$ cat config.mk
export PLATFORM = sky130hd
export DESIGN_NAME = mainControl
export DESIGN_NICKNAME = d
export VERILOG_FILES = /design/src/riscvPkg.sv /design/src/mainControl.sv
export SDC_FILE = /design/constraint.sdc
export NUM_CORES = 1
export LEC_CHECK = 0
export ABC_AREA = 1
export BUFFER_PORTS_ARGS = -buffer_cell sky130_fd_sc_hd__buf_2
export CAP_MARGIN = 20
export CORE_AREA = 8 8 45 47
export DETAILED_ROUTE_END_ITERATION = 8
export DIE_AREA = 0 0 53 55
export PLACE_DENSITY = 0.4
export RECOVER_POWER = 25
export SLEW_MARGIN = 20
export SYNTH_ARGS = -nofsm -noshare
export SYNTH_HDL_FRONTEND = slang
export SYNTH_SLANG_ARGS = --single-unit
export TNS_END_PERCENT = 100
$ cat constraint.sdc
create_clock -name vclk -period 0.8
set_clock_uncertainty 0.2 [all_clocks]
set_input_delay 0.16 -clock vclk [all_inputs]
set_output_delay 0.16 -clock vclk [all_outputs]
set_load 0.05 [all_outputs]
$ cat src/riscvPkg.sv
`default_nettype none

package riscvPkg;

    localparam int XLEN       = 32;
    localparam int REG_COUNT  = 32;
    localparam int IMEM_WORDS = 64;          // Program words
    localparam int DMEM_WORDS = 64;          // Data words
    localparam int IMEM_IDX_W = $clog2(IMEM_WORDS);
    localparam int DMEM_IDX_W = $clog2(DMEM_WORDS);

    typedef logic [XLEN-1:0] word_t;         // Data or address word
    typedef logic [4:0]      regAddr_t;      // Register index

    localparam word_t RESET_PC = '0;         // First fetch address

    // Base opcodes of the supported subset
    typedef enum logic [6:0] {
        OP     = 7'b0110011,
        OPIMM  = 7'b0010011,
        LOAD   = 7'b0000011,
        STORE  = 7'b0100011,
        BRANCH = 7'b1100011
    } opcode_t;

    // funct3 codes for R-type and I-type arithmetic
    localparam logic [2:0] F3_ADDSUB = 3'b000;
    localparam logic [2:0] F3_SLT    = 3'b010;
    localparam logic [2:0] F3_OR     = 3'b110;
    localparam logic [2:0] F3_AND    = 3'b111;

    typedef enum logic [1:0] {
        CLASS_ADD   = 2'b00,                 // Address calculation
        CLASS_SUB   = 2'b01,                 // beq compare
        CLASS_FUNCT = 2'b10                  // Taken from funct3 / funct7
    } aluClass_t;

    typedef enum logic [3:0] {
        ALU_AND = 4'b0000,
        ALU_OR  = 4'b0001,
        ALU_ADD = 4'b0010,
        ALU_SUB = 4'b0110,
        ALU_SLT = 4'b0111
    } aluOp_t;

    typedef struct packed {
        logic      regWrite;
        logic      memWrite;
        logic      memToReg;
        logic      aluSrcImm;
        logic      branch;
        aluClass_t aluClass;
    } ctrl_t;

    // One entry per retired instruction
    typedef struct packed {
        logic     regWrite;
        regAddr_t rd;
        word_t    wbData;
    } retire_t;

endpackage

`default_nettype wire
$ cat src/mainControl.sv
`default_nettype none

module mainControl (
    input  logic              reset,
    input  riscvPkg::opcode_t opcode,
    output riscvPkg::ctrl_t   ctrl
);

    always_comb begin
        ctrl = '0;                          // Unknown opcode acts as a no-op
        case (opcode)
            riscvPkg::OP: begin
                ctrl.regWrite = 1'b1;
                ctrl.aluClass = riscvPkg::CLASS_FUNCT;
            end
            riscvPkg::OPIMM: begin
                ctrl.regWrite  = 1'b1;
                ctrl.aluSrcImm = 1'b1;
                ctrl.aluClass  = riscvPkg::CLASS_FUNCT;
            end
            riscvPkg::LOAD: begin
                ctrl.regWrite  = 1'b1;
                ctrl.memToReg  = 1'b1;
                ctrl.aluSrcImm = 1'b1;
                ctrl.aluClass  = riscvPkg::CLASS_ADD;   // Base plus offset
            end
            riscvPkg::STORE: begin
                ctrl.memWrite  = 1'b1;
                ctrl.aluSrcImm = 1'b1;
                ctrl.aluClass  = riscvPkg::CLASS_ADD;
            end
            riscvPkg::BRANCH: begin
                ctrl.branch   = 1'b1;
                ctrl.aluClass = riscvPkg::CLASS_SUB;    // Zero flag means equal
            end
            default: begin
                ctrl = '0;
            end
        endcase

        // No architectural writes while in reset
        if (reset) begin
            ctrl.regWrite = 1'b0;
            ctrl.memWrite = 1'b0;
        end
    end

endmodule

`default_nettype wire

# --- After elaboration in Yosys (flattened, before gate mapping) ---
# Index checks and enable logic that the tools add are counted.
# Widths: inputs -> output; s select.
op_classes:
  mux: 7
  n_reduce_logical: 3
  n_eq_ne: 5
ops:
  columns: ["cell", "n"]
  rows:
  - ["$eq 7x6->1 const B", 2]
  - ["$eq 7x2->1 const B", 1]
  - ["$eq 7x5->1 const B", 1]
  - ["$eq 7x7->1 const B", 1]
  - ["$reduce_or 3->1", 2]
  - ["$mux 1", 5]
  - ["$pmux 2 s2", 1]
  - ["$mux 2", 1]
  - ["$reduce_or 2->1", 1]
word_totals:
  output_inout_bits: 7
  register_bits: 0
  inputBits: 8
  elab_cells: 15

# --- Longest topological paths before layout ---
# Gate-level depths: netlist of run 1.
logic_depth:
  word_depth: 4
  mapped_depth: 4
  depth_no_buf: 4

# --- Worst setup path after synthesis of run 1 ---
# Ideal clock, no wire load.
synth_path:
  kind: "input to output"
  startpoint: "in opcode[3]"
  endpoint: "out ctrl[1] in the netlist's numbering"
  arrival_time_ns: 1.051
  required_time_ns: 0.440
  path_stages: 3
  path_slack_ns: -0.611
  path_cell_list: "nor2_2 > nand3_2 > nor2_1"
synth_lines:
  columns: ["item", "line_no", "source"]
  rows:
  - ["from (decl)", "mainControl.sv:5", "input riscvPkg::opcode_t opcode,"]
  - ["to (decl)", "mainControl.sv:6", "output riscvPkg::ctrl_t ctrl"]

==> impl_metrics.tcl, run 1 <==
set metrics [dict create \
    track_usage_pct 2.94 \
    crit_chain "buf_6 > nor2_4 > nand3_4 > nor2_4 > buf_6" \
    leakagePower_uw 0.000153 \
    synth_fa_ha_area_share_pct 0 \
    hold_class "in2out" \
    max_freq_mhz 833 \
    grt_pass1_wl_um 731 \
    clkbuf_count 0 \
    overflow 0 \
    whs_ns 0.521 \
    syn_area_um2 92.6 \
    hold_violations 0 \
    path_max_fanout 5 \
    worstHoldPathCells 5 \
    yosys.cell_types.count 7 \
    n_fill_cell 168 \
    firstDrtPassIters 2 \
    syn_to_final_growth_pct 268 \
    seq_area_um2 0 \
    critPathSlowestCell "nand3_4" \
    critPathKind "in2out" \
    fin_area_um2 340 \
    place_inst 54 \
    wl_per_cell_um 8.48 \
    slew_headroom_pct 88.0 \
    antenna_left 0 \
    synth_compound_area_share_pct 0 \
    fin_crit_ns 1.20 \
    outcome "finished with violations" \
    vias 175 \
    synth_fp_nets 29 \
    pin_count 15 \
    port_buffers 15 \
    via_per_inst 3.24 \
    synthCells 21 \
    core_um2 1380 \
    dp_slack_ns -0.539 \
    hpwl_um 414 \
    nFlopsAndLatches 0 \
    setup_viol 7 \
    stdcell_count 54 \
    nets 48 \
    antenna_found_initial 0 \
    synthXorXnorAreaFrac_pct 0 \
    start_kind "primary input" \
    placed_cell_area_um2 275 \
    worstMarginPinSlew_ns 0.179 \
    critPathMaxStageDelay_ns 0.16 \
    final_core_util_pct 24.6 \
    die_x_um 53 \
    dieArea_um2 2920 \
    cts_setup_buffers 0 \
    crit_arrival_ns 0.84 \
    postCtsHoldBufs 0 \
    place_congestion 0.696 \
    fin_ws_ns -0.400 \
    wirelength_um 458 \
    antenna_cells 0 \
    critical_path_required_ns 0.44 \
    synthMuxAreaShare_pct 0 \
    grt_pass1_vias 184 \
    start_util_pct 6.69 \
    synth_simple_gate_area_share_pct 79.7 \
    p_per_area_nw_per_um2 304 \
    fin_crit_sh_pct 150 \
    ir_drop_uv 84.2 \
    multi_input_area_um2 151 \
    grt_setup_unrepaired "yes" \
    layout-drive-gt1-share_pct 76.3 \
    final_max_slew_viol_count 0 \
    die_h_um 55 \
    synth_seq_area_share_pct 0 \
    drt_iter0_markers 4 \
    setup.worst_path.end_class "output port" \
    drv_cap 0 \
    synth_top_family_by_area "simple AND/OR/NAND/NOR gates" \
    avgSynthCellArea_um2 4.41 \
    rows 14 \
    drcViolationCount 0 \
    grt_start_max_net_pins 6 \
    violations "setup timing" \
    yosysWarningCount 0 \
]
[cell type report]
class,instances,area share [%]
inverter,5,5.51
multi-input combinational,16,44.5
tap,16,5.88
timing repair buffer,17,44.1
[cells in the mapped netlist]
| master | instances | area [um^2] |
|---|---|---|
| inv_1 | 5 | 18.8 |
| nand2_1 | 4 | 15.0 |
| nand3_1 | 2 | 10.0 |
| nand3_2 | 1 | 10.0 |
| nor2_1 | 7 | 26.3 |
| nor2_2 | 1 | 6.26 |
| or2_1 | 1 | 6.26 |
[timing repair]
item	4_1_cts	5_1_grt
setup endpoints to repair	7	7
pin swaps	4	1
hold endpoints to repair	0	0
gates resized for setup	17	1
[metrics by stage]
| step | total power [uW] | TNS, ns |
|---|---|---|
| 6_report | 103 | -2.71 |
| 5_1_grt | 112 | -3.04 |
| 4_1_cts | 102 | -2.82 |
| 3_5_place_dp | 91.9 | -3.61 |
| 3_3_place_gp | 91.3 | -3.56 |
| 2_1_floorplan | 52.8 | -2.06 |
[layer usage]
| metal | part of all wire (%) | global-route usage (%) |
|---|---|---|
| met5 | 0 | 0 |
| met4 | 0 | 0 |
| met3 | 9.2 | 0.535 |
| met2 | 45 | 4.88 |
| met1 | 45 | 4.07 |
[critical path: cells and delay by family]
| kind | cells | cell delay, ns |
|---|---|---|
| buf+inv | 2 | 0.26 |
| simple gates | 3 | 0.42 |
[where the power goes]
group,internal [uW],total [uW],switching [uW]
Clock,0,0,0
Sequential,0,0,0
Combinational,45.0,103,58.4
Total,45.0,103,58.4
[path summary, 6_finish.rpt]
path	slack (ns)	endpoint	from
worst max-delay path	-0.40	ctrl[1]	opcode[2]
worst min-delay path	0.52	ctrl[6]	reset
[kinds of logic (layout without fill, tap and decap cells)]
logic type	count (synthesis)	in the layout
and+or+nand+nor	16	16
buffers and inverters	5	22
[cells in the final DEF (no fill, tap or decap), types with 2 or more instances in the layout]
cell type,count
nand2_1,3
inv_1,4
buf_6,8
buf_4,2
nor2_4,8
buf_2,6
No activity file was read; power rests on OpenSTA's default activity.
==> run 2, diff against run 1 <==
==> constraint.sdc (replaced) <==
create_clock -name vclk -period 1.3
set_clock_uncertainty 0.2 [all_clocks]
set_input_delay 0.26 -clock vclk [all_inputs]
set_output_delay 0.26 -clock vclk [all_outputs]
set_load 0.05 [all_outputs]
==> run 2 against run 1 <==
  * Sequential share of layout area stayed put
  * The run still ends with setup timing left
  * Flip-flop and latch count did not move
  * Total power is 40% lower
  * Wire length fell by 1.7%
  * Critical endpoint is now ctrl[6]
  * Count of clock-buffer cells in the layout unchanged
  * Critical path depth unchanged
  * First-iteration DRC count is 100% lower
==> impl_metrics.tcl, run 2 (synthesis results as in run 1) <==
set metrics [dict create \
    rows 14 \
    final_common_cell "nor2_4" \
    hpwl_um 412 \
    leakagePower_uw 0.000149 \
    setup.worst_path.end_class "output port" \
    final_cell_mix "nor2_4 (8), buf_6 (7), buf_2 (6)" \
    final_max_slew_viol_count 0 \
    fin_crit_sh_pct 107 \
    cts_setup_buffers 0 \
    slew_headroom_pct 87.9 \
    wl_per_cell_um 8.33 \
    clock_power_share_pct 0 \
    grt_start_max_net_pins 6 \
    antenna_found_initial 0 \
    max_freq_mhz 719 \
    critical_path_required_ns 0.84 \
    switchingPower_uw 34.8 \
    nets 48 \
    place_congestion 0.692 \
    hold_class "in2out" \
    seqPwrFrac_pct 0 \
    wirelength_um 450 \
    overflow 0 \
    syn_to_final_growth_pct 266 \
    firstDrtPassIters 1 \
    whs_ns 0.720 \
    setup_viol 7 \
    p_per_area_nw_per_um2 183 \
    die_x_um 53 \
    nFlopsAndLatches 0 \
    layout-drive-gt1-share_pct 76.3 \
    track_usage_pct 3.00 \
    antenna_left 0 \
    port_buffers 15 \
    dieArea_um2 2920 \
    drv_cap 0 \
    grt_pass1_vias 174 \
    via_per_inst 3.30 \
    core_um2 1380 \
    antenna_cells 0 \
    hold_violations 0 \
    clkbuf_count 0 \
    worstMarginPinSlew_ns 0.181 \
    grt_setup_unrepaired "yes" \
    drt_iter0_markers 0 \
    die_h_um 55 \
    fin_crit_ns 1.39 \
    path_max_fanout 5 \
    final_core_util_pct 24.5 \
    violations "setup timing" \
    combinationalPowerShare_pct 100.0 \
    p_int_uw 27.4 \
    fin_ws_ns -0.0913 \
    crit_arrival_ns 0.93 \
    grt_pass1_wl_um 717 \
    outcome "finished with violations" \
    pin_count 15 \
    vias 178 \
    start_kind "primary input" \
    critPathKind "in2out" \
    ir_drop_uv 54.3 \
    n_fill_cell 160 \
    p_sw_share_pct 55.9 \
    start_util_pct 6.69 \
    seq_area_um2 0 \
    drcViolationCount 0 \
]
run 2: power by group through the flow:
stage | Combinational (uW) | Sequential (uW) | Clock [uW]
floorplan | 32.5 | 0 | 0
global placement | 55.9 | 0 | 0
finish | 62.2 | 0 | 0
global route | 67.5 | 0 | 0
CTS | 63.3 | 0 | 0
detailed placement | 56.6 | 0 | 0
run 2: worst max-delay path: stages:
cell and delay (ns):
buf_6 0.09, nor2_4 0.13, nand3_4 0.16, nor2_4 0.13
buf_8 0.15
run 2: timing repair:
action	CTS	global route
endpoints found under the setup margin	7	7
gates resized for setup	18	0
hold endpoints to repair	0	0
hold buffers	0	0
pin swaps	3	1
run 2: final cells by class:
class              count  area, um^2  share of cell area [%]
inverters              5        18.8                    5.54
multi-input cells     16         146                    43.2
well taps             16        20.0                    5.90
repair buffers        17         154                    45.4
run 2: metal layers:
layer | GRT usage [%] | routed length (um) | vias up
li1 | - | - | 95
met1 | 4.07 | 206 | 74
met2 | 4.88 | 204 | 9
met3 | 0.802 | 39 | 0
met4 | 0 | 0 | 0
met5 | 0 | 0 | -
run 2: metrics by stage:
stage / TNS (ns) / setup slack [ns] / std cells / power (uW) / instance area [um^2]
2_1_floorplan: -0.0312 / -0.0156 / 21 / 32.5 / 165
3_3_place_gp: -1.45 / -0.231 / 54 / 55.9 / 275
3_5_place_dp: -1.49 / -0.238 / 54 / 56.6 / 275
4_1_cts: -0.704 / -0.114 / 54 / 63.3 / 339
5_1_grt: -0.891 / -0.147 / 54 / 67.5 / 339
6_report: -0.568 / -0.0913 / 54 / 62.2 / 339
run 2: worst paths after layout:
| kind | depth (start not counted) | slack (ns) | start | endpoint |
|---|---|---|---|---|
| max | 5 | -0.09 | opcode[3] | ctrl[6] |
| min | 5 | 0.72 | reset | ctrl[6] |
