<file path="config.mk">
export PLATFORM = sky130hd
export DESIGN_NAME = fetchUnit
export DESIGN_NICKNAME = d
export VERILOG_FILES = /design/src/riscvPkg.sv /design/src/fetchUnit.sv
export SDC_FILE = /design/constraint.sdc
export NUM_CORES = 1
export LEC_CHECK = 0
export ABC_CLOCK_PERIOD_IN_PS = 2300
export BUFFER_PORTS_ARGS = -buffer_cell sky130_fd_sc_hd__buf_2
export CORE_MARGIN = 2
export CORE_UTILIZATION = 51
export DETAILED_ROUTE_END_ITERATION = 16
export GPL_TIMING_DRIVEN = 0
export PLACE_DENSITY_LB_ADDON = 0.2
export SLEW_MARGIN = 40
export SYNTH_ARGS = -nofsm -noshare
export SYNTH_HDL_FRONTEND = slang
export SYNTH_SLANG_ARGS = --single-unit
</file>
<file path="constraint.sdc">
create_clock -name CLK -period 2.3 [get_ports CLK]
set_input_delay 0.23 -clock CLK [delete_from_list [all_inputs] [get_ports CLK]]
set_output_delay 0.23 -clock CLK [all_outputs]
set_load 0.02 [all_outputs]
</file>
<file path="src/riscvPkg.sv">
`default_nettype none

package riscvPkg;

    localparam int XLEN       = 32;
    localparam int REG_COUNT  = 32;
    localparam int IMEM_WORDS = 64;          // Program words
    localparam int DMEM_WORDS = 64;          // Data words
    localparam int IMEM_IDX_W = $clog2(IMEM_WORDS);
    localparam int DMEM_IDX_W = $clog2(DMEM_WORDS);

    typedef logic [XLEN-1:0] word_t;         // Data or address word
    typedef logic [4:0]      regAddr_t;      // Register index

    localparam word_t RESET_PC = '0;         // First fetch address

    // Base opcodes of the supported subset
    typedef enum logic [6:0] {
        OP     = 7'b0110011,
        OPIMM  = 7'b0010011,
        LOAD   = 7'b0000011,
        STORE  = 7'b0100011,
        BRANCH = 7'b1100011
    } opcode_t;

    // funct3 codes for R-type and I-type arithmetic
    localparam logic [2:0] F3_ADDSUB = 3'b000;
    localparam logic [2:0] F3_SLT    = 3'b010;
    localparam logic [2:0] F3_OR     = 3'b110;
    localparam logic [2:0] F3_AND    = 3'b111;

    typedef enum logic [1:0] {
        CLASS_ADD   = 2'b00,                 // Address calculation
        CLASS_SUB   = 2'b01,                 // beq compare
        CLASS_FUNCT = 2'b10                  // Taken from funct3 / funct7
    } aluClass_t;

    typedef enum logic [3:0] {
        ALU_AND = 4'b0000,
        ALU_OR  = 4'b0001,
        ALU_ADD = 4'b0010,
        ALU_SUB = 4'b0110,
        ALU_SLT = 4'b0111
    } aluOp_t;

    typedef struct packed {
        logic      regWrite;
        logic      memWrite;
        logic      memToReg;
        logic      aluSrcImm;
        logic      branch;
        aluClass_t aluClass;
    } ctrl_t;

    // One entry per retired instruction
    typedef struct packed {
        logic     regWrite;
        regAddr_t rd;
        word_t    wbData;
    } retire_t;

endpackage

`default_nettype wire
</file>
<file path="src/fetchUnit.sv">
`default_nettype none

module fetchUnit (
    input  logic            CLK,
    input  logic            reset,
    input  logic            branchTaken,
    input  riscvPkg::word_t imm,
    output riscvPkg::word_t pc
);

    riscvPkg::word_t pcPlus4;
    riscvPkg::word_t branchTarget;
    riscvPkg::word_t nextPc;

    assign pcPlus4      = pc + riscvPkg::word_t'(4);
    assign branchTarget = pc + imm;     // Immediate is already shifted

    // Next PC select
    assign nextPc = branchTaken ? branchTarget : pcPlus4;

    always_ff @(posedge CLK) begin
        if (reset) begin
            pc <= riscvPkg::RESET_PC;
        end else begin
            pc <= nextPc;
        end
    end

endmodule

`default_nettype wire

</file>
; ---- Word level (Yosys, flattened, before mapping)
; Cells that the tools add are included.
[totals]
reg_bits = 32
inputBits = 35
output_inout_bits = 32
word_cells = 4
[classes]
add_sub_neg = 2
mux = 1
[ops]
columns = op, count
row1 = $add A32 B3 Y32 const B, 1
row2 = $add A32 B32 Y32, 1
row3 = $mux W32, 1

; ---- Longest topological paths before layout
; Gate-level depths: netlist of the first run.
[depth]
depth_word = 2
depth_mapped = 11
depth_no_buf = 11

; ---- Worst setup path after synthesis of the first run
; OpenSTA, ideal clock, no wires.
[synth_timing]
kind = reg-to-reg
from = register pc[24]
to = register pc[31]
setup_time_ns = 0.121
arrival_ns = 2.405
required_time_ns = 2.179
setup_slack_ns = -0.226
path_stages_with_launch = 11
synth_period_minus_slack_ns = 2.526
cell_sequence = dfxtp_1 ha_1 buf_2 a21o_1 a21o_1 a21oi_1 nand2_1 a311oi_2 o2111ai_1 nor3b_2 mux2_4
[synth_between]
elab_chain_cells = 2
elab_cells_between_ends = 3
classes_between = 2 x add/sub / 1 x mux
[synth_lines]
columns = item, line
row1 = "start, declared", fetchUnit.sv:8  ; output riscvPkg::word_t pc
row2 = "start signal, assigned", fetchUnit.sv:23  ; pc <= riscvPkg::RESET_PC;
row3 = "start signal, assigned", fetchUnit.sv:25  ; pc <= nextPc;
row4 = $add A32 B3 Y32 or $add A32 B32 Y32 (tied branches), "fetchUnit.sv:15, fetchUnit.sv:16"
row5 = $mux W32 *, fetchUnit.sv:19  ; assign nextPc = branchTaken ? branchTarget : pcPlus4;
; Every way passes the cells marked *; elsewhere a longest branch is shown, timed or not.
; A chain may end at the register's enable or synchronous reset.

; ---- Worst setup path in the final report of the first run
[layout_timing]
from = register pc[14]
to = register pc[28]
; The elaborated chain is that of the path after synthesis.

==> results of run 1 <==
## worst max path at each step
stage,startpoint,endpoint,cells after the start
final,pc[14],pc[28],10
after global routing,pc[14],pc[28],10
after CTS,pc[14],pc[31],9
after detailed placement,pc[3],pc[28],8
after global placement,pc[3],pc[28],8
after floorplan,pc[12],pc[31],9
## repair_timing
item	4_1_cts	5_1_grt
resized for setup	45	53
pin swaps	24	25
setup endpoints to repair	13	19
setup buffers	19	6
## layer usage
layer,global-route usage,share of wire,vias to the layer above
li1,-,-,1784
met5,0,0,-
met1,0.358,0.43,1814
met3,0.0467,0.066,22
met4,0.0823,0.016,0
met2,0.484,0.49,185
## cells by family (layout without fill, tap and decap cells)
logic type | count (synthesis) | after routing | synth area share
DFF | 32 | 32 | 0.192
muxes | 3 | 3 | 0.0105
adders and majority gates | 33 | 33 | 0.126
and+or+nand+nor | 160 | 160 | 0.243
AOI/OAI and AO/OA | 130 | 130 | 0.263
buffers and inverters | 30 | 125 | 0.0345
xor gates and xnor gates | 50 | 50 | 0.131
## tightest hold or removal path, stage by stage
cell	delay [ns]
buf_2	0.10
ha_4	0.12
mux2i_1	0.06
nor2_1	0.07
## metrics by stage
stage | cell area [um2] | TNS (ns)
6_report | 4560 | -0.876
5_1_grt | 4560 | -1.84
4_1_cts | 4340 | -0.402
3_5_place_dp | 3880 | -1.73
3_3_place_gp | 3880 | -1.21
2_1_floorplan | 3460 | -0.0295
## cell type report
cell class / instances / area share
buffer: 13 / 0.0118
clock buffer: 8 / 0.0197
inverter: 14 / 0.0115
multi-input combinational: 376 / 0.673
sequential: 32 / 0.150
tap: 77 / 0.0211
timing repair buffer: 90 / 0.112
## report_power, final
group	switching (uW)	internal (uW)	total [uW]
Clock	229	244	474
Sequential	112	639	752
Combinational	869	678	1550
## cell usage in the layout (no fill, tap or decap), drive strengths merged, types with 3 or more instances in the layout
| cell | netlist | final |
|---|---|---|
| clkbuf | 13 | 19 |
| nor2 | 57 | 57 |
| nand3 | 19 | 19 |
| and4 | 5 | 5 |
| nor2b | 6 | 6 |
| o22ai | 4 | 4 |
| inv | 14 | 14 |
| buf | 3 | 92 |
| a21oi | 32 | 32 |
| a211oi | 24 | 24 |
| xnor2 | 31 | 31 |
| nor3 | 10 | 10 |
| and2 | 3 | 3 |
| o21bai | 4 | 4 |
| ha | 32 | 32 |
| a21o | 17 | 17 |
| nand2b | 4 | 4 |
| o21a | 4 | 4 |
| nand2 | 35 | 35 |
| o2111ai | 4 | 4 |
| and3 | 5 | 5 |
| nand4 | 6 | 6 |
| nor4b | 3 | 3 |
| dfxtp | 32 | 32 |
| o21ai | 21 | 21 |
| xor2 | 19 | 19 |
==> flow_metrics.env, run 1 <==
export IMPL_fin_util=0.719
export IMPL_drive_gt1_frac=0.381
export IMPL_reg2reg_from="pc[14]"
export IMPL_hp_class="in -> reg"
export IMPL_clk_path_buf_depth=2
export IMPL_die_y_um=84.9
export IMPL_cap_violations=0
export IMPL_fin_nets=600
export IMPL_cts_made_buffers=5
export IMPL_antenna_found_initial=0
export IMPL_wl_per_cell_um=17.6
export IMPL_hpwlAfterDp_mm=7.15
export IMPL_r2r_worst_path_cells=10
export IMPL_dieArea_um2=7210
export IMPL_clock_skew_ns=0.00909
export IMPL_async_flop_share=0
export IMPL_r2r_end="pc[28]"
export IMPL_io_buffers=65
export IMPL_clkLatencyLatePin_ns=0.30
export IMPL_avgSynthCellArea_um2=7.62
export IMPL_p_per_area_nw_per_um2=608
export IMPL_path_cells="ha_4 > buf_4 > nand2_1 > nor3_1 > o2111ai_1 > a21oi_2 > o21a_2 > o21ai_2 > nand3_1 > or3b_1"
export IMPL_cp_slowest_cell="nor3_1"
export IMPL_grt_pass1_vias=3577
export IMPL_final_cells=610
export IMPL_p_leak_uw=0.00195
export IMPL_cts_sinks=32
export IMPL_grt_total_usage=0.280
export IMPL_largest_reg_flops=32
export IMPL_initial_core_util=0.526
export IMPL_syn_inst=438
export IMPL_root_buffer="clkbuf_8"
export IMPL_failed_checks="negative setup slack"
export IMPL_finalSetupViolCount=7
export IMPL_num_vias=3805
export IMPL_overflow=0
export IMPL_cp_start_kind="flop"
export IMPL_htree_levels=2
export IMPL_rrSetupSlack_ns=-0.19
export IMPL_setup_slack_ns=-0.189
export IMPL_worstSetupEndpointType="flop"
export IMPL_cpPeakStageDelay_ns=0.37
export IMPL_synth_top_area_share=0.192
export IMPL_grt_pass1_wl_mm=16.5
export IMPL_slew_headroom=0.580
export IMPL_ios=67
export IMPL_ys_ff_latch=32
export IMPL_cts_reportedPaths_clkPinSlew_ns=0.07
export IMPL_fmax_ghz=0.402
export IMPL_whs_path_depth=4
export IMPL_drtIter0Drc=327
export IMPL_synth_cell_area_um2=3340
export IMPL_area_delta_synth_final_pct=36.7
export IMPL_cp_buffers_inverters=1
export IMPL_regArea_um2=686
export IMPL_reg_top3="pc (32)"
export IMPL_synth_edf_count=0
export IMPL_cts_hold_buf=0
export IMPL_dieWidth_um=84.9
export IMPL_grt_max_degree=11
export IMPL_worstPathRequired_ns=2.47
export IMPL_syn_nets=506
export IMPL_cpLargestDelayFamily="simple AND/OR/NAND/NOR gates"
export IMPL_hold_viol=0
export IMPL_cp_data_arrival_time_ns=2.66
export IMPL_place_inst=580
export IMPL_multi_input_area_um2=3070
export IMPL_yosysMostFrequentCell="nor2_1"
export IMPL_drtAntennaViolNets=0
export IMPL_hold_path_startpoint="imm[0]"
export IMPL_rows=29
export IMPL_synth_top_area_cell="dfxtp_1"
export IMPL_tightest_slew_ns=0.629
export IMPL_fin_total_pwr_uw=2770
export IMPL_cts_tree="built"
export IMPL_antenna_cells=0
export IMPL_synth_top_cells_by_area="dfxtp_1, ha_1, xnor2_1"
export IMPL_whs_endpoint="pc[0]"
export IMPL_drc=0
export IMPL_vias_per_cell=6.24
export IMPL_synth_warnings=0
export IMPL_crit_type="reg -> reg"
export IMPL_peakVddDrop_mv=0.411
export IMPL_yosysSeqAreaShare=0.192
export IMPL_whs_ns=0.324
export IMPL_synth_distinct_cells=59
export IMPL_period_share=1.08
export IMPL_fillers=490
export IMPL_largest_register="pc"
export IMPL_worstPathMaxFanout=4
export IMPL_totalWireLength_mm=10.7
export IMPL_synth_common_cells="nor2_1, nand2_1, dfxtp_1, ha_1"
export IMPL_status="complete, but fails checks"
export IMPL_drtPass1Iterations=7
export IMPL_rsz0062_at_grt="yes"
export IMPL_synth_top_flop_cell="dfxtp_1"
export IMPL_pre_cts_ws_ns=-0.339
export IMPL_min_period_ns=2.49
export IMPL_place_gp_congestion=0.984
export IMPL_slew_violations=0
export IMPL_coreArea_um2=6350
(Power assumes the default switching activity.)
==> run 2: changes to the inputs <==
Settings changed: CORE_ASPECT_RATIO set to 1.1, REMOVE_ABC_BUFFERS set to 1.
==> run 2 against run 1 <==
  * The run still ends with negative setup slack left
  * Non-clock buffer count decreased by 12
  * Die area about the same
  * Sequential share of layout area increased by 0.26 points
  * Worst setup slack improved by 0.015 ns
  * First-iteration DRC count decreased by 20%
  * Power decreased by 1.5%
  * Via count decreased by 5.1%
  * Fmax increased by 0.60%
  * Routed wire length decreased by 9.5%
  * Critical path type unchanged
  * Largest power group unchanged
==> flow_metrics.env, run 2 (same netlist as run 1, synthesis figures left out) <==
export IMPL_status="complete, but fails checks"
export IMPL_failed_checks="negative setup slack"
export IMPL_cts_hold_buf=0
export IMPL_drtAntennaViolNets=0
export IMPL_hold_viol=0
export IMPL_drtIter0Drc=261
export IMPL_wl_per_cell_um=16.1
export IMPL_vias_per_cell=6.01
export IMPL_cts_reportedPaths_clkPinSlew_ns=0.08
export IMPL_crit_type="reg -> reg"
export IMPL_tightest_slew_ns=0.768
export IMPL_p_per_area_nw_per_um2=609
export IMPL_initial_core_util=0.533
export IMPL_num_vias=3611
export IMPL_reg_top3="pc (32)"
export IMPL_drc=0
export IMPL_fin_area_um2=4490
export IMPL_fin_util=0.716
export IMPL_grt_total_usage=0.278
export IMPL_dieArea_um2=7210
export IMPL_overflow=0
export IMPL_cts_sinks=32
export IMPL_cap_violations=0
export IMPL_ios=67
export IMPL_finalSetupViolCount=7
export IMPL_whs_ns=0.314
export IMPL_rsz0062_at_grt="yes"
export IMPL_worstPathRequired_ns=2.49
export IMPL_coreArea_um2=6270
export IMPL_clkLatencyLatePin_ns=0.30
export IMPL_final_cell_mix="buf_2, nor2_1, nand2_1"
export IMPL_io_buffers=66
export IMPL_area_delta_synth_final_pct=34.4
export IMPL_dieWidth_um=81.1
export IMPL_final_cells=601
export IMPL_cp_start_kind="flop"
export IMPL_worstPathMaxFanout=5
export IMPL_setup_slack_ns=-0.174
export IMPL_hp_class="in -> reg"
export IMPL_hpwlAfterDp_mm=6.27
export IMPL_slew_violations=0
export IMPL_grt_pass1_wl_mm=15.8
export IMPL_peakVddDrop_mv=0.334
export IMPL_die_y_um=88.9
export IMPL_min_period_ns=2.47
export IMPL_period_share=1.08
export IMPL_drtPass1Iterations=6
export IMPL_largest_reg_flops=32
export IMPL_htree_levels=2
export IMPL_worstSetupEndpointType="flop"
export IMPL_cts_made_buffers=5
export IMPL_cp_data_arrival_time_ns=2.66
export IMPL_final_common_cell="buf_2"
export IMPL_root_buffer="clkbuf_8"
export IMPL_cts_tree="built"
export IMPL_fmax_ghz=0.404
export IMPL_grt_max_degree=62
export IMPL_slew_headroom=0.488
export IMPL_pre_cts_ws_ns=-0.416
export IMPL_dpl_instance_area_um2=3710
export IMPL_antenna_found_initial=0
export IMPL_drive_gt1_frac=0.376
export IMPL_clock_skew_ns=0.00745
export IMPL_totalWireLength_mm=9.70
export IMPL_place_gp_congestion=0.940
export IMPL_antenna_cells=0
export IMPL_clk_path_buf_depth=2
export IMPL_place_inst=568
export IMPL_rows=30
export IMPL_fin_nets=588
export IMPL_grt_pass1_vias=3430
export IMPL_p_leak_uw=0.00193
export IMPL_largest_register="pc"
run 2: cell types whose count changed in the layout (fill, tap and decap cells not counted), moves of 3 or more:
cell	previous run	this run
a21oi_1	16	19
a21oi_2	14	11
dfxtp_2	9	12
ha_4	12	15
clkbuf_1	12	0
o21ai_0	10	13
nand3_2	3	0
run 2: through the flow:
| stage | TNS, ns | total power [uW] |
|---|---|---|
| finish | -0.475 | 2730 |
| global route | -1.54 | 2900 |
| CTS | -0.495 | 2600 |
| detailed placement | -2.73 | 1890 |
| global placement | -2.25 | 1870 |
| floorplan | -0.620 | 1600 |
run 2: cell type report:
type,count,area (um2)
Timing Repair Buffer,91,520
Sequential cell,32,686
Fill cell,475,1780
Multi-Input combinational cell,376,3030
Clock buffer,6,82.6
Tap cell,80,100
Inverter,14,55.1
Clock inverter,2,10.0
run 2: layer usage:
| metal | up-vias | share of wire | global-route usage |
|---|---|---|---|
| met1 | 1659 | 0.42 | 0.341 |
| met5 | - | 0 | 0 |
| met4 | 0 | 0.025 | 0.100 |
| met2 | 152 | 0.49 | 0.489 |
| met3 | 28 | 0.060 | 0.0459 |
| li1 | 1772 | - | - |
run 2: critical path, stage by stage, from the launching register on:
cell,delay (ns)
dfxtp_4,0.36
ha_4,0.32
nand2_4,0.07
o311ai_4,0.28
o2111ai_2,0.15
a32oi_2,0.27
a311oi_2,0.10
o2111ai_1,0.24
nor3b_4,0.25
mux2_4,0.31
run 2: final timing paths:
| kind | slack, ns | cells past startpoint | start | to |
|---|---|---|---|---|
| worst max-delay path | -0.17 | 9 | pc[14] | pc[31] |
| worst min-delay path | 0.31 | 4 | imm[0] | pc[0] |
| worst max register to register | -0.17 | 9 | pc[14] | pc[31] |
| worst min register to register | 0.53 | 2 | pc[1] | pc[1] |
run 2: report_power, final:
group / leakage [uW] / internal [uW] / switching (uW)
Combinational: 0.00161 / 677 / 817
Clock: 0.0000510 / 239 / 250
Sequential: 0.000274 / 640 / 107
Total: 0.00193 / 1560 / 1170
run 2: timing repair:
action / CTS / global route
gates cloned: 0 / 0
setup endpoints to repair: 15 / 17
setup buffers: 20 / 5
gates resized for setup: 70 / 38
pin swaps: 32 / 20
==> run 3: changes to the inputs <==
Settings changed: ABC_AREA set to 1, CORE_UTILIZATION 51 to 53.
==> run 3 against run 2 <==
  * Die area rose by 23%
  * Sequential share of layout area fell by 2.0 points
  * Highest routed layer unchanged
  * The flow now finishes without violations
  * Largest cell class unchanged
  * Global-route usage rose by 2.7 points
  * Clock-buffer cell count did not move
==> flow_metrics.env, run 3 <==
export IMPL_cts_reportedPaths_clkPinSlew_ns=0.07
export IMPL_period_share=0.947
export IMPL_htree_levels=2
export IMPL_root_buffer="clkbuf_8"
export IMPL_worstPathMaxFanout=6
export IMPL_yosysMostFrequentCell="nand2_1"
export IMPL_dieArea_um2=8840
export IMPL_drtIter0Drc=251
export IMPL_totalWireLength_mm=13.4
export IMPL_cts_hold_buf=0
export IMPL_hp_class="in -> reg"
export IMPL_cts_tree="built"
export IMPL_synth_distinct_cells=38
export IMPL_wl_per_cell_um=14.0
export IMPL_ys_ff_latch=32
export IMPL_fmax_ghz=0.459
export IMPL_antenna_found_initial=0
export IMPL_slew_headroom=0.543
export IMPL_initial_core_util=0.546
export IMPL_hold_viol=0
export IMPL_whs_ns=0.319
export IMPL_die_y_um=98.4
export IMPL_grt_pass1_wl_mm=21.6
export IMPL_synth_top_area_share=0.250
export IMPL_ios=67
export IMPL_clkLatencyLatePin_ns=0.29
export IMPL_synth_compound_area_frac=0.0938
export IMPL_synth_warnings=0
export IMPL_drtAntennaViolNets=0
export IMPL_synthSimpleGateAreaFrac=0.475
export IMPL_syn_inst=785
export IMPL_area_delta_synth_final_pct=12.8
export IMPL_peakVddDrop_mv=0.407
export IMPL_synthMuxAreaShare=0
export IMPL_fin_total_pwr_uw=2380
export IMPL_tightest_slew_ns=0.686
export IMPL_final_cell_mix="nand2_1, inv_1, buf_2"
export IMPL_yosysSeqAreaShare=0.149
export IMPL_fin_nets=918
export IMPL_p_leak_uw=0.00286
export IMPL_cp_start_kind="flop"
export IMPL_rsz0062_at_grt="no"
export IMPL_synth_common_cells="nand2_1, inv_1, nor2_1, nand3_1, a21oi_1"
export IMPL_antenna_cells=0
export IMPL_drtPass1Iterations=5
export IMPL_worstPathRequired_ns=2.52
export IMPL_tns_ns=0
export IMPL_grt_pass1_vias=4718
export IMPL_async_flop_share=0
export IMPL_dieWidth_um=89.8
export IMPL_crit_type="reg -> reg"
export IMPL_status="complete, no violations"
export IMPL_grt_total_usage=0.305
export IMPL_largest_register="pc"
export IMPL_synth_top_family_by_area="simple AND/OR/NAND/NOR gates"
export IMPL_fillers=820
export IMPL_reg_top3="pc (32)"
export IMPL_final_common_cell="nand2_1"
export IMPL_grt_max_degree=34
export IMPL_cp_data_arrival_time_ns=2.40
export IMPL_synth_top_cells_by_area="nand2_1, dfxtp_1, inv_1"
export IMPL_drive_gt1_frac=0.133
export IMPL_setup_slack_ns=0.122
export IMPL_worstSetupEndpointType="flop"
export IMPL_overflow=0
export IMPL_vias_per_cell=5.22
export IMPL_avgSynthCellArea_um2=5.47
export IMPL_rows=34
export IMPL_cap_violations=0
export IMPL_synthAdderAreaFrac=0.0979
export IMPL_synth_cell_area_um2=4300
export IMPL_clock_skew_ns=0.00918
export IMPL_place_inst=951
export IMPL_place_gp_congestion=0.937
export IMPL_synth_top_flop_cell="dfxtp_1"
export IMPL_p_per_area_nw_per_um2=491
export IMPL_slew_violations=0
export IMPL_drc=0
export IMPL_synth_xor_area_frac=0.0484
export IMPL_pre_cts_ws_ns=0.0375
export IMPL_synth_edf_count=0
export IMPL_finalSetupViolCount=0
export IMPL_hpwlAfterDp_mm=11.1
export IMPL_largest_reg_flops=32
export IMPL_coreArea_um2=7870
export IMPL_min_period_ns=2.18
export IMPL_synth_top_area_cell="nand2_1"
export IMPL_clk_path_buf_depth=2
export IMPL_io_buffers=66
export IMPL_num_vias=4999
export IMPL_cts_sinks=32
export IMPL_cts_made_buffers=5
export IMPL_final_cells=958
run 3: where the power goes:
group | leakage [uW] | switching (uW) | internal, uW
clock network | 0.0000410 | 205 | 205
registers | 0.000266 | 138 | 622
logic | 0.00255 | 789 | 421
run 3: cell families after synthesis:
logic type | after synthesis
compound gates | 75
xor+xnor | 22
fa+ha+maj | 33
buf+inv | 155
flops | 32
simple gates | 468
run 3: final timing paths:
kind	slack [ns]	depth (start not counted)	to	start
max	0.12	10	pc[21]	pc[10]
min	0.32	4	pc[0]	imm[0]
max reg2reg	0.12	10	pc[21]	pc[10]
min reg2reg	0.58	2	pc[0]	pc[0]
run 3: cell type report:
cell class | count | area, um2 | area share
multi-input combinational | 598 | 3110 | 0.641
sequential | 32 | 643 | 0.133
timing repair buffer | 66 | 330 | 0.0682
clock buffer | 6 | 72.6 | 0.0150
tap | 108 | 135 | 0.0279
inverter | 147 | 552 | 0.114
clock inverter | 1 | 5.00 | 0.00103
run 3: what timing repair did:
item                       4_1_cts  5_1_grt
setup buffers                    0        0
setup endpoints to repair        0        8
resized for setup                0        8
run 3: through the flow:
| step | instance area, um2 | util |
|---|---|---|
| 3_3_place_gp | 4730 | 0.601 |
| 3_5_place_dp | 4730 | 0.601 |
| 5_1_grt | 4850 | 0.616 |
| 6_report | 4850 | 0.616 |
| 2_1_floorplan | 4260 | - |
| 4_1_cts | 4810 | 0.611 |
run 3: layer usage:
layer	routed length, um	global-route usage
met2	6560	0.559
met5	0	0
met3	748	0.0489
met1	5330	0.346
met4	750	0.151
run 3: worst max-delay path, stage by stage, from the launching register on:
cell and delay, ns:
dfxtp_1 0.41, ha_2 0.42, nand2_1 0.13, nor2_2 0.21, and2_1 0.15, nand2_1 0.05
nand2_1 0.20, nand2_1 0.11, nand3_1 0.08, nand3_1 0.17, a21oi_1 0.19
